<file path="src/logic/fml_ddr_pkg.sv">
/* Shared widths, burst constants and state/command encodings for the
   FML to DDR3 bridge. Modules reference these by package scope. */
package fml_ddr_pkg;

  // ----------------------------------------
  // FML side
  // ----------------------------------------

  // Byte address from the FML master
  localparam int fml_adr_width = 30;
  // One FML beat and its byte enables
  localparam int beat_width = 64;
  localparam int sel_width = 8;
  // Beats per burst, wrapping inside one line
  localparam int burst_len = 4;

  // ----------------------------------------
  // Controller app side
  // ----------------------------------------

  // Address counted in 64-bit words
  localparam int app_addr_width = 27;
  // One app word holds a whole burst
  localparam int app_data_width = 256;
  localparam int app_mask_width = 32;

  // Command codes on app_cmd
  typedef enum logic [2:0] {
    app_cmd_write = 3'd0,
    app_cmd_read  = 3'd1
  } app_cmd_e;

  // FML slave FSM
  typedef enum logic [2:0] {
    port_idle,
    port_wr_beats,
    port_wr_wait,
    port_rd_wait,
    port_rd_beats
  } port_state_e;

  // Command sequencer FSM
  typedef enum logic [1:0] {
    seq_idle,
    seq_cmd,
    seq_wr_wait
  } seq_state_e;

endpackage

</file>
<file path="src/logic/app_cmd_sequencer.sv">
`timescale 1ns/1ns

/* Issues one controller command per FML burst once calibration is done,
   and reports write completion after both command and data are taken. */
module app_cmd_sequencer (
  input  logic                                   ddr_clk,
  input  logic                                   ddr_rst,
  input  logic [fml_ddr_pkg::app_addr_width-1:0] line_addr,
  input  logic                                   rd_start,
  input  logic                                   wr_start,
  input  logic                                   wdf_done,
  input  logic                                   app_rdy,
  input  logic                                   phy_init_done,
  output logic [fml_ddr_pkg::app_addr_width-1:0] app_addr,
  output fml_ddr_pkg::app_cmd_e                  app_cmd,
  output logic                                   app_en,
  output logic                                   wr_done
);

  fml_ddr_pkg::seq_state_e state;

  // Write data may be taken before the command is
  logic wdf_seen;
  logic cmd_accept;
  logic burst_start;

  assign cmd_accept  = app_en && app_rdy;
  assign burst_start = (state == fml_ddr_pkg::seq_idle) && (rd_start || wr_start);

  // ----------------------------------------
  // Command FSM
  // ----------------------------------------
  always_ff @(posedge ddr_clk) begin
    if (ddr_rst) begin
      state    <= fml_ddr_pkg::seq_idle;
      app_en   <= 1'b0;
      wr_done  <= 1'b0;
      wdf_seen <= 1'b0;
    end else begin
      wr_done <= 1'b0;
      if (wdf_done) begin
        wdf_seen <= 1'b1;
      end
      case (state)
        fml_ddr_pkg::seq_idle: begin
          if (rd_start || wr_start) begin
            // Held back until the PHY is calibrated
            app_en <= phy_init_done;
            state  <= fml_ddr_pkg::seq_cmd;
          end
        end
        fml_ddr_pkg::seq_cmd: begin
          if (cmd_accept) begin
            app_en <= 1'b0;
            if (app_cmd == fml_ddr_pkg::app_cmd_read) begin
              state <= fml_ddr_pkg::seq_idle;
            end else begin
              state <= fml_ddr_pkg::seq_wr_wait;
            end
          end else if (phy_init_done) begin
            app_en <= 1'b1;
          end
        end
        fml_ddr_pkg::seq_wr_wait: begin
          if (wdf_seen || wdf_done) begin
            wr_done  <= 1'b1;
            wdf_seen <= 1'b0;
            state    <= fml_ddr_pkg::seq_idle;
          end
        end
        default: begin
          state <= fml_ddr_pkg::seq_idle;
        end
      endcase
    end
  end

  // ----------------------------------------
  // Command payload
  // ----------------------------------------
  always_ff @(posedge ddr_clk) begin
    if (burst_start) begin
      app_addr <= line_addr;
      if (rd_start) begin
        app_cmd <= fml_ddr_pkg::app_cmd_read;
      end else begin
        app_cmd <= fml_ddr_pkg::app_cmd_write;
      end
    end
  end

  // Pending command stays put under back-pressure
  cmd_hold: assert property (@(posedge ddr_clk) disable iff (ddr_rst)
    (app_en && !app_rdy) |=> (app_en && $stable(app_addr) && $stable(app_cmd)));

endmodule

</file>
<file path="src/logic/app_wdf_writer.sv">
`timescale 1ns/1ns

/* Drives the controller write-data channel. A packed line and mask are
   presented on wr_start and held until the controller takes them. */
module app_wdf_writer (
  input  logic                                   ddr_clk,
  input  logic                                   ddr_rst,
  input  logic                                   wr_start,
  input  logic [fml_ddr_pkg::app_data_width-1:0] wr_line,
  input  logic [fml_ddr_pkg::app_mask_width-1:0] wr_mask,
  input  logic                                   app_wdf_rdy,
  output logic [fml_ddr_pkg::app_data_width-1:0] app_wdf_data,
  output logic [fml_ddr_pkg::app_mask_width-1:0] app_wdf_mask,
  output logic                                   app_wdf_wren,
  output logic                                   app_wdf_end,
  output logic                                   wdf_done
);

  logic wdf_accept;

  assign wdf_accept = app_wdf_wren && app_wdf_rdy;

  // ----------------------------------------
  // Write strobe control
  // ----------------------------------------
  always_ff @(posedge ddr_clk) begin
    if (ddr_rst) begin
      app_wdf_wren <= 1'b0;
      app_wdf_end  <= 1'b0;
      wdf_done     <= 1'b0;
    end else begin
      wdf_done <= 1'b0;
      if (wr_start) begin
        // Whole burst fits in one app word
        app_wdf_wren <= 1'b1;
        app_wdf_end  <= 1'b1;
      end else if (wdf_accept) begin
        app_wdf_wren <= 1'b0;
        app_wdf_end  <= 1'b0;
        wdf_done     <= 1'b1;
      end
    end
  end

  // Line and mask
  always_ff @(posedge ddr_clk) begin
    if (wr_start) begin
      app_wdf_data <= wr_line;
      app_wdf_mask <= wr_mask;
    end
  end

  // Single-word bursts only
  wren_end_match: assert property (@(posedge ddr_clk) disable iff (ddr_rst)
    app_wdf_wren == app_wdf_end);

  // Data held while the controller stalls
  wdf_hold: assert property (@(posedge ddr_clk) disable iff (ddr_rst)
    (app_wdf_wren && !app_wdf_rdy) |=>
      (app_wdf_wren && $stable(app_wdf_data) && $stable(app_wdf_mask)));

endmodule

</file>
<file path="src/logic/fml_burst_port.sv">
`timescale 1ns/1ns

/* FML slave side of the bridge. Packs write beats into a 256-bit line with
   its byte mask, and replays a captured read line as wrapped beats. */
module fml_burst_port (
  input  logic                                   ddr_clk,
  input  logic                                   ddr_rst,
  input  logic [fml_ddr_pkg::fml_adr_width-1:0]  fml_adr,
  input  logic                                   fml_stb,
  input  logic                                   fml_we,
  input  logic [fml_ddr_pkg::sel_width-1:0]      fml_sel,
  output logic                                   fml_ack,
  output logic [fml_ddr_pkg::beat_width-1:0]     fml_do,
  input  logic [fml_ddr_pkg::beat_width-1:0]     fml_di,
  input  logic [fml_ddr_pkg::app_data_width-1:0] app_rd_data,
  input  logic                                   app_rd_data_valid,
  input  logic                                   app_rd_data_end,
  input  logic                                   wr_done,
  output logic [fml_ddr_pkg::app_addr_width-1:0] line_addr,
  output logic                                   rd_start,
  output logic                                   wr_start,
  output logic [fml_ddr_pkg::app_data_width-1:0] wr_line,
  output logic [fml_ddr_pkg::app_mask_width-1:0] wr_mask
);

  fml_ddr_pkg::port_state_e state;

  // Wrapping lane pointer and beat count within the burst
  logic [$clog2(fml_ddr_pkg::burst_len)-1:0] beat_off;
  logic [$clog2(fml_ddr_pkg::burst_len)-1:0] beat_cnt;
  logic                                      last_beat;
  logic                                      strobe_seen;
  logic                                      rd_arrival;

  // Line returned by the controller
  logic [fml_ddr_pkg::app_data_width-1:0] rd_line;

  assign last_beat   = (beat_cnt == fml_ddr_pkg::burst_len - 1);
  assign strobe_seen = (state == fml_ddr_pkg::port_idle) && fml_stb;
  assign rd_arrival  = app_rd_data_valid && app_rd_data_end;

  // ----------------------------------------
  // Slave FSM
  // ----------------------------------------
  always_ff @(posedge ddr_clk) begin
    if (ddr_rst) begin
      state    <= fml_ddr_pkg::port_idle;
      fml_ack  <= 1'b0;
      rd_start <= 1'b0;
      wr_start <= 1'b0;
      beat_off <= '0;
      beat_cnt <= '0;
    end else begin
      rd_start <= 1'b0;
      wr_start <= 1'b0;
      case (state)
        fml_ddr_pkg::port_idle: begin
          beat_cnt <= '0;
          if (fml_stb) begin
            // Starting beat inside the line
            beat_off <= fml_adr[4:3];
            if (fml_we) begin
              fml_ack <= 1'b1;
              state   <= fml_ddr_pkg::port_wr_beats;
            end else begin
              rd_start <= 1'b1;
              state    <= fml_ddr_pkg::port_rd_wait;
            end
          end
        end
        fml_ddr_pkg::port_wr_beats: begin
          // Ack lasts one cycle, the beats keep arriving
          fml_ack  <= 1'b0;
          beat_off <= beat_off + 1'b1;
          beat_cnt <= beat_cnt + 1'b1;
          if (last_beat) begin
            wr_start <= 1'b1;
            state    <= fml_ddr_pkg::port_wr_wait;
          end
        end
        fml_ddr_pkg::port_wr_wait: begin
          if (wr_done) begin
            state <= fml_ddr_pkg::port_idle;
          end
        end
        fml_ddr_pkg::port_rd_wait: begin
          if (rd_arrival) begin
            fml_ack <= 1'b1;
            state   <= fml_ddr_pkg::port_rd_beats;
          end
        end
        fml_ddr_pkg::port_rd_beats: begin
          beat_off <= beat_off + 1'b1;
          beat_cnt <= beat_cnt + 1'b1;
          if (last_beat) begin
            fml_ack <= 1'b0;
            state   <= fml_ddr_pkg::port_idle;
          end
        end
        default: begin
          state <= fml_ddr_pkg::port_idle;
        end
      endcase
    end
  end

  // ----------------------------------------
  // Line buffers
  // ----------------------------------------
  always_ff @(posedge ddr_clk) begin
    if (strobe_seen) begin
      // Line base, beat bits cleared
      line_addr <= {fml_adr[fml_ddr_pkg::fml_adr_width-1:5], 2'b00};
      if (fml_we) begin
        wr_mask <= {fml_ddr_pkg::burst_len{~fml_sel}};
      end
    end
    if (state == fml_ddr_pkg::port_wr_beats) begin
      wr_line[beat_off*fml_ddr_pkg::beat_width +: fml_ddr_pkg::beat_width] <= fml_di;
    end
    if ((state == fml_ddr_pkg::port_rd_wait) && rd_arrival) begin
      rd_line <= app_rd_data;
    end
  end

  // Beat under the pointer goes straight out
  assign fml_do = rd_line[beat_off*fml_ddr_pkg::beat_width +: fml_ddr_pkg::beat_width];

  // At most one read burst of ack back to back
  ack_run_limit: assert property (@(posedge ddr_clk) disable iff (ddr_rst)
    fml_ack [*4] |=> !fml_ack);

  // Controller only returns data for a read we issued
  rd_data_expected: assert property (@(posedge ddr_clk) disable iff (ddr_rst)
    app_rd_data_valid |-> (state == fml_ddr_pkg::port_rd_wait));

endmodule

</file>
<file path="src/logic/fml_ddr3_bridge.sv">
`timescale 1ns/1ns

/* Top of the FML to DDR3 app bridge, all in the ddr_clk domain.
   app_hi_pri and app_sz are tied off by the parent. */
module fml_ddr3_bridge (
  input  logic                                   ddr_clk,
  input  logic                                   ddr_rst,
  // FML slave
  input  logic [fml_ddr_pkg::fml_adr_width-1:0]  fml_adr,
  input  logic                                   fml_stb,
  input  logic                                   fml_we,
  input  logic [fml_ddr_pkg::sel_width-1:0]      fml_sel,
  input  logic [fml_ddr_pkg::beat_width-1:0]     fml_di,
  output logic                                   fml_ack,
  output logic [fml_ddr_pkg::beat_width-1:0]     fml_do,
  // Controller app interface
  input  logic                                   app_rdy,
  input  logic                                   app_wdf_rdy,
  input  logic [fml_ddr_pkg::app_data_width-1:0] app_rd_data,
  input  logic                                   app_rd_data_valid,
  input  logic                                   app_rd_data_end,
  input  logic                                   phy_init_done,
  output logic [fml_ddr_pkg::app_addr_width-1:0] app_addr,
  output fml_ddr_pkg::app_cmd_e                  app_cmd,
  output logic                                   app_en,
  output logic [fml_ddr_pkg::app_data_width-1:0] app_wdf_data,
  output logic [fml_ddr_pkg::app_mask_width-1:0] app_wdf_mask,
  output logic                                   app_wdf_wren,
  output logic                                   app_wdf_end
);

  logic [fml_ddr_pkg::app_addr_width-1:0] line_addr;
  logic                                   rd_start;
  logic                                   wr_start;
  logic [fml_ddr_pkg::app_data_width-1:0] wr_line;
  logic [fml_ddr_pkg::app_mask_width-1:0] wr_mask;
  logic                                   wdf_done;
  logic                                   wr_done;

  fml_burst_port port_i (
    .ddr_clk           (ddr_clk),
    .ddr_rst           (ddr_rst),
    .fml_adr           (fml_adr),
    .fml_stb           (fml_stb),
    .fml_we            (fml_we),
    .fml_sel           (fml_sel),
    .fml_ack           (fml_ack),
    .fml_do            (fml_do),
    .fml_di            (fml_di),
    .app_rd_data       (app_rd_data),
    .app_rd_data_valid (app_rd_data_valid),
    .app_rd_data_end   (app_rd_data_end),
    .wr_done           (wr_done),
    .line_addr         (line_addr),
    .rd_start          (rd_start),
    .wr_start          (wr_start),
    .wr_line           (wr_line),
    .wr_mask           (wr_mask)
  );

  app_cmd_sequencer seq_i (
    .ddr_clk       (ddr_clk),
    .ddr_rst       (ddr_rst),
    .line_addr     (line_addr),
    .rd_start      (rd_start),
    .wr_start      (wr_start),
    .wdf_done      (wdf_done),
    .app_rdy       (app_rdy),
    .phy_init_done (phy_init_done),
    .app_addr      (app_addr),
    .app_cmd       (app_cmd),
    .app_en        (app_en),
    .wr_done       (wr_done)
  );

  app_wdf_writer wdf_i (
    .ddr_clk      (ddr_clk),
    .ddr_rst      (ddr_rst),
    .wr_start     (wr_start),
    .wr_line      (wr_line),
    .wr_mask      (wr_mask),
    .app_wdf_rdy  (app_wdf_rdy),
    .app_wdf_data (app_wdf_data),
    .app_wdf_mask (app_wdf_mask),
    .app_wdf_wren (app_wdf_wren),
    .app_wdf_end  (app_wdf_end),
    .wdf_done     (wdf_done)
  );

endmodule

</file>
<file path="config.mk">
export PLATFORM = sky130hd
export DESIGN_NAME = fml_ddr3_bridge
export DESIGN_NICKNAME = d
export VERILOG_FILES = /design/src/logic/fml_ddr_pkg.sv /design/src/logic/app_cmd_sequencer.sv /design/src/logic/app_wdf_writer.sv /design/src/logic/fml_burst_port.sv /design/src/logic/fml_ddr3_bridge.sv
export SDC_FILE = /design/constraint.sdc
export NUM_CORES = 1
export LEC_CHECK = 0
export ABC_AREA = 1
export BUFFER_PORTS_ARGS = -buffer_cell sky130_fd_sc_hd__clkbuf_2
export CORE_AREA = 2 2 289 291
export DETAILED_ROUTE_END_ITERATION = 7
export DIE_AREA = 0 0 291 293
export SKIP_CTS_REPAIR_TIMING = 1
export SYNTH_ARGS = -nofsm -noshare
export SYNTH_HDL_FRONTEND = slang
export SYNTH_HIERARCHICAL = 1
export SYNTH_SLANG_ARGS = --single-unit
</file>
<file path="constraint.sdc">
create_clock -name ddr_clk -period 11.7 [get_ports ddr_clk]
set_input_delay 1.755 -clock ddr_clk [delete_from_list [all_inputs] [get_ports ddr_clk]]
set_output_delay 1.755 -clock ddr_clk [all_outputs]
set_load 0.02 [all_outputs]
</file>
==> flow_summary.json <==
{
  "fin_setup_tns_ns": 0,
  "finalCriticalPeriod_ns": 5.06,
  "yosys.area_share.simple_pct": 7.44,
  "netlist_instances": 1850,
  "skew_ns": 0.0298,
  "path_clk_slew_ns": 0.06,
  "ys_seq_area_share_pct": 85.3,
  "initial_core_util_pct": 37.5,
  "cp_max_fo": 78,
  "worstPathArrival_ns": 3.30,
  "synth_seq_cells": 878,
  "die_x_um": 291,
  "wire_per_inst_um": 22.0,
  "viasPerCell": 4.83,
  "hpwl_um": 55900,
  "cts_tree": "yes",
  "hold_viol": 0,
  "use_met3_pct": 5.59,
  "clk_path_buf_depth": 3,
  "slew_headroom_pct": 9.78,
  "synth_top_family_by_area": "simple AND/OR/NAND/NOR gates",
  "io_buffers": 747,
  "syn_area_um2": 30700,
  "grt_pass1_vias": 18400,
  "crit_type": "flop to primary output",
  "multi_input_area_um2": 3560,
  "fin_crit_sh_pct": 43.2,
  "fmax_ghz": 0.198,
  "grtUsageMet1_pct": 22.3,
  "drtAntennaViolNets": 0,
  "io_pins": 753,
  "grt_start_max_net_pins": 173,
  "setup_viol": 0,
  "power.density_nw_per_um2": 220,
  "synthDistinctLibCells": 28,
  "final_cell_area_um2": 38300,
  "synth-adder-area-share_pct": 0.244,
  "cts_buffers": 90,
  "grt.overflow.total": 0,
  "row_count": 105,
  "ctsRootBufferMaster": "clkbuf_16",
  "slew_viol_final": 0,
  "p_leak_uw": 0.0142,
  "cts.sinks": 878,
  "dr_total_vias": 18000,
  "yosysWarnings": 6,
  "tightest_slew_ns": 1.34,
  "synthToLayoutAreaGrowth_pct": 24.8,
  "core_um2": 81800,
  "clock_latency_ns": 0.64,
  "synth-xor-area-share_pct": 0,
  "critPathRequiredTime_ns": 9.95,
  "place.gp.congestion": 0.882,
  "rsz0062_at_grt": "false",
  "total_power_uw": 8420,
  "muxShareOfSynthArea_pct": 0,
  "end_kind": "primary output",
  "layout_common_cells": "861 x edfxtp_1, 747 x clkbuf_2, 279 x nor2_1",
  "h-tree-depth": 3,
  "drt_pass1_iterations": 8,
  "grt.total_usage_pct": 18.9,
  "syn_avg_cell_area_um2": 16.6,
  "grt_most_used_layer": "met2",
  "grt_pass1_wl_um": 120000,
  "antenna_found_initial": 4,
  "use_met2_pct": 33.6,
  "final_common_cell": "edfxtp_1",
  "nets": 2964,
  "crit_path_start_kind": "flop",
  "regArea_um2": 26200,
  "peakVddDrop_mv": 0.265,
  "place_area_um2": 35400,
  "utilization_pct": 46.8,
  "die_h_um": 293,
  "hold_path_class": "flop to flop",
  "layout-drive-gt1-share_pct": 35.0,
  "synth_compound_area_share_pct": 3.66,
  "status": "complete, no violations",
  "drc": 0,
  "drv_cap": 0,
  "wl_um": 82200,
  "dieArea_um2": 85300,
  "drt_iter0_markers": 1439,
  "n_fill_cell": 7095
}
## power breakdown
group,leakage (µW),switching (µW),internal (µW)
sequential,0.00802,64.4,3740
combinational,0.00477,1390,374
clock,0.00143,1200,1650
total,0.0142,2660,5760
## kinds of logic (layout without fill, tap and decap cells)
| group | Yosys count | after routing |
|---|---|---|
| compound gates | 207 | 207 |
| fa+ha+maj | 6 | 6 |
| buf+inv | 222 | 1029 |
| flops | 878 | 878 |
| other cells | 2 | 5 |
| simple gates | 535 | 535 |
## cell type report
| class | instances | area share [%] |
|---|---|---|
| Tap cell | 1070 | 3.49 |
| Antenna cell | 1 | 0.00653 |
| Inverter | 103 | 1.01 |
| Sequential cell | 878 | 68.3 |
| Clock inverter | 49 | 1.57 |
| Timing Repair Buffer | 766 | 10.2 |
| Clock buffer | 111 | 6.13 |
| Multi-Input combinational cell | 752 | 9.28 |
## flip-flops by register name, indices dropped and copies added, names as in the netlist
signal / flops
port_i/state: 3
wdf_i/app_wdf_end: 1
port_i/fml_ack: 1
port_i/wr_start: 1
seq_i/app_en: 1
wdf_i/app_wdf_mask: 32
seq_i/state: 2
port_i/beat_cnt: 2
wdf_i/app_wdf_data: 256
seq_i/wr_done: 1
port_i/rd_start: 1
seq_i/wdf_seen: 1
port_i/line_addr: 25
port_i/beat_off: 2
port_i/wr_line: 256
port_i/wr_mask: 8
port_i/rd_line: 256
wdf_i/wdf_done: 1
seq_i/app_cmd: 1
seq_i/app_addr: 27
## worst max-delay path: stages (launching register included)
cell      delay, ns
dfxtp_4        0.43
inv_4          0.48
buf_4          0.72
o21ai_0        0.16
o22ai_1        0.53
clkbuf_2       0.29
## per-stage QoR
stage	hold WS [ns]	worst slack (ns)	instances
floorplan	0.400	2.72	1852
global placement	0.401	7.22	3569
detailed placement	0.405	7.20	3569
CTS	0.401	6.50	3729
global route	0.414	6.42	3729
finish	0.405	6.64	3730
## synth_stat cells
library cell  count  area, µm²
nor4_1            1       6.26
o22ai_1          64        400
o21ai_1          16       80.1
nor3_2            2       20.0
ha_1              6       75.1
nand2_2           3       18.8
clkbuf_1         44        165
clkbuf_2          6       30.0
inv_1            94        353
nand3_1          45        225
buf_4            33        248
o21ai_2           1       8.76
dfxtp_1          17        340
a21oi_1           6       30.0
nor3_1          132        661
nor2_2            5       31.3
edfxtp_1        861      25900
nand3_2           1       10.0
nand3_4           1       17.5
buf_1             1       3.75
a21oi_2           1       8.76
o21ai_0         119        596
conb_1            2       7.51
buf_6             5       56.3
buf_2            30        150
nand2_1          61        229
inv_2             9       33.8
nor2_1          284       1070
## path summary, 6_finish.rpt
check,startpoint,to,slack (ns),cells past startpoint
max,port_i/beat_off[0]$_SDFFE_PP0P_,fml_do[9],6.64,5
min reg2reg,port_i/line_addr[13]$_DFFE_PP_,seq_i/app_addr[13]$_DFFE_PP_,0.41,0
max reg2reg,port_i/beat_off[1]$_SDFFE_PP0P_,port_i/wr_line[164]$_DFFE_PP_,7.68,7
min,port_i/line_addr[13]$_DFFE_PP_,seq_i/app_addr[13]$_DFFE_PP_,0.41,0
## metal layers
layer	routed length (µm)	vias up
met5	41	-
met4	1670	6
met3	7670	107
met2	42300	896
met1	30400	8786
li1	-	8237
No activity file was read; power rests on OpenSTA's default activity.
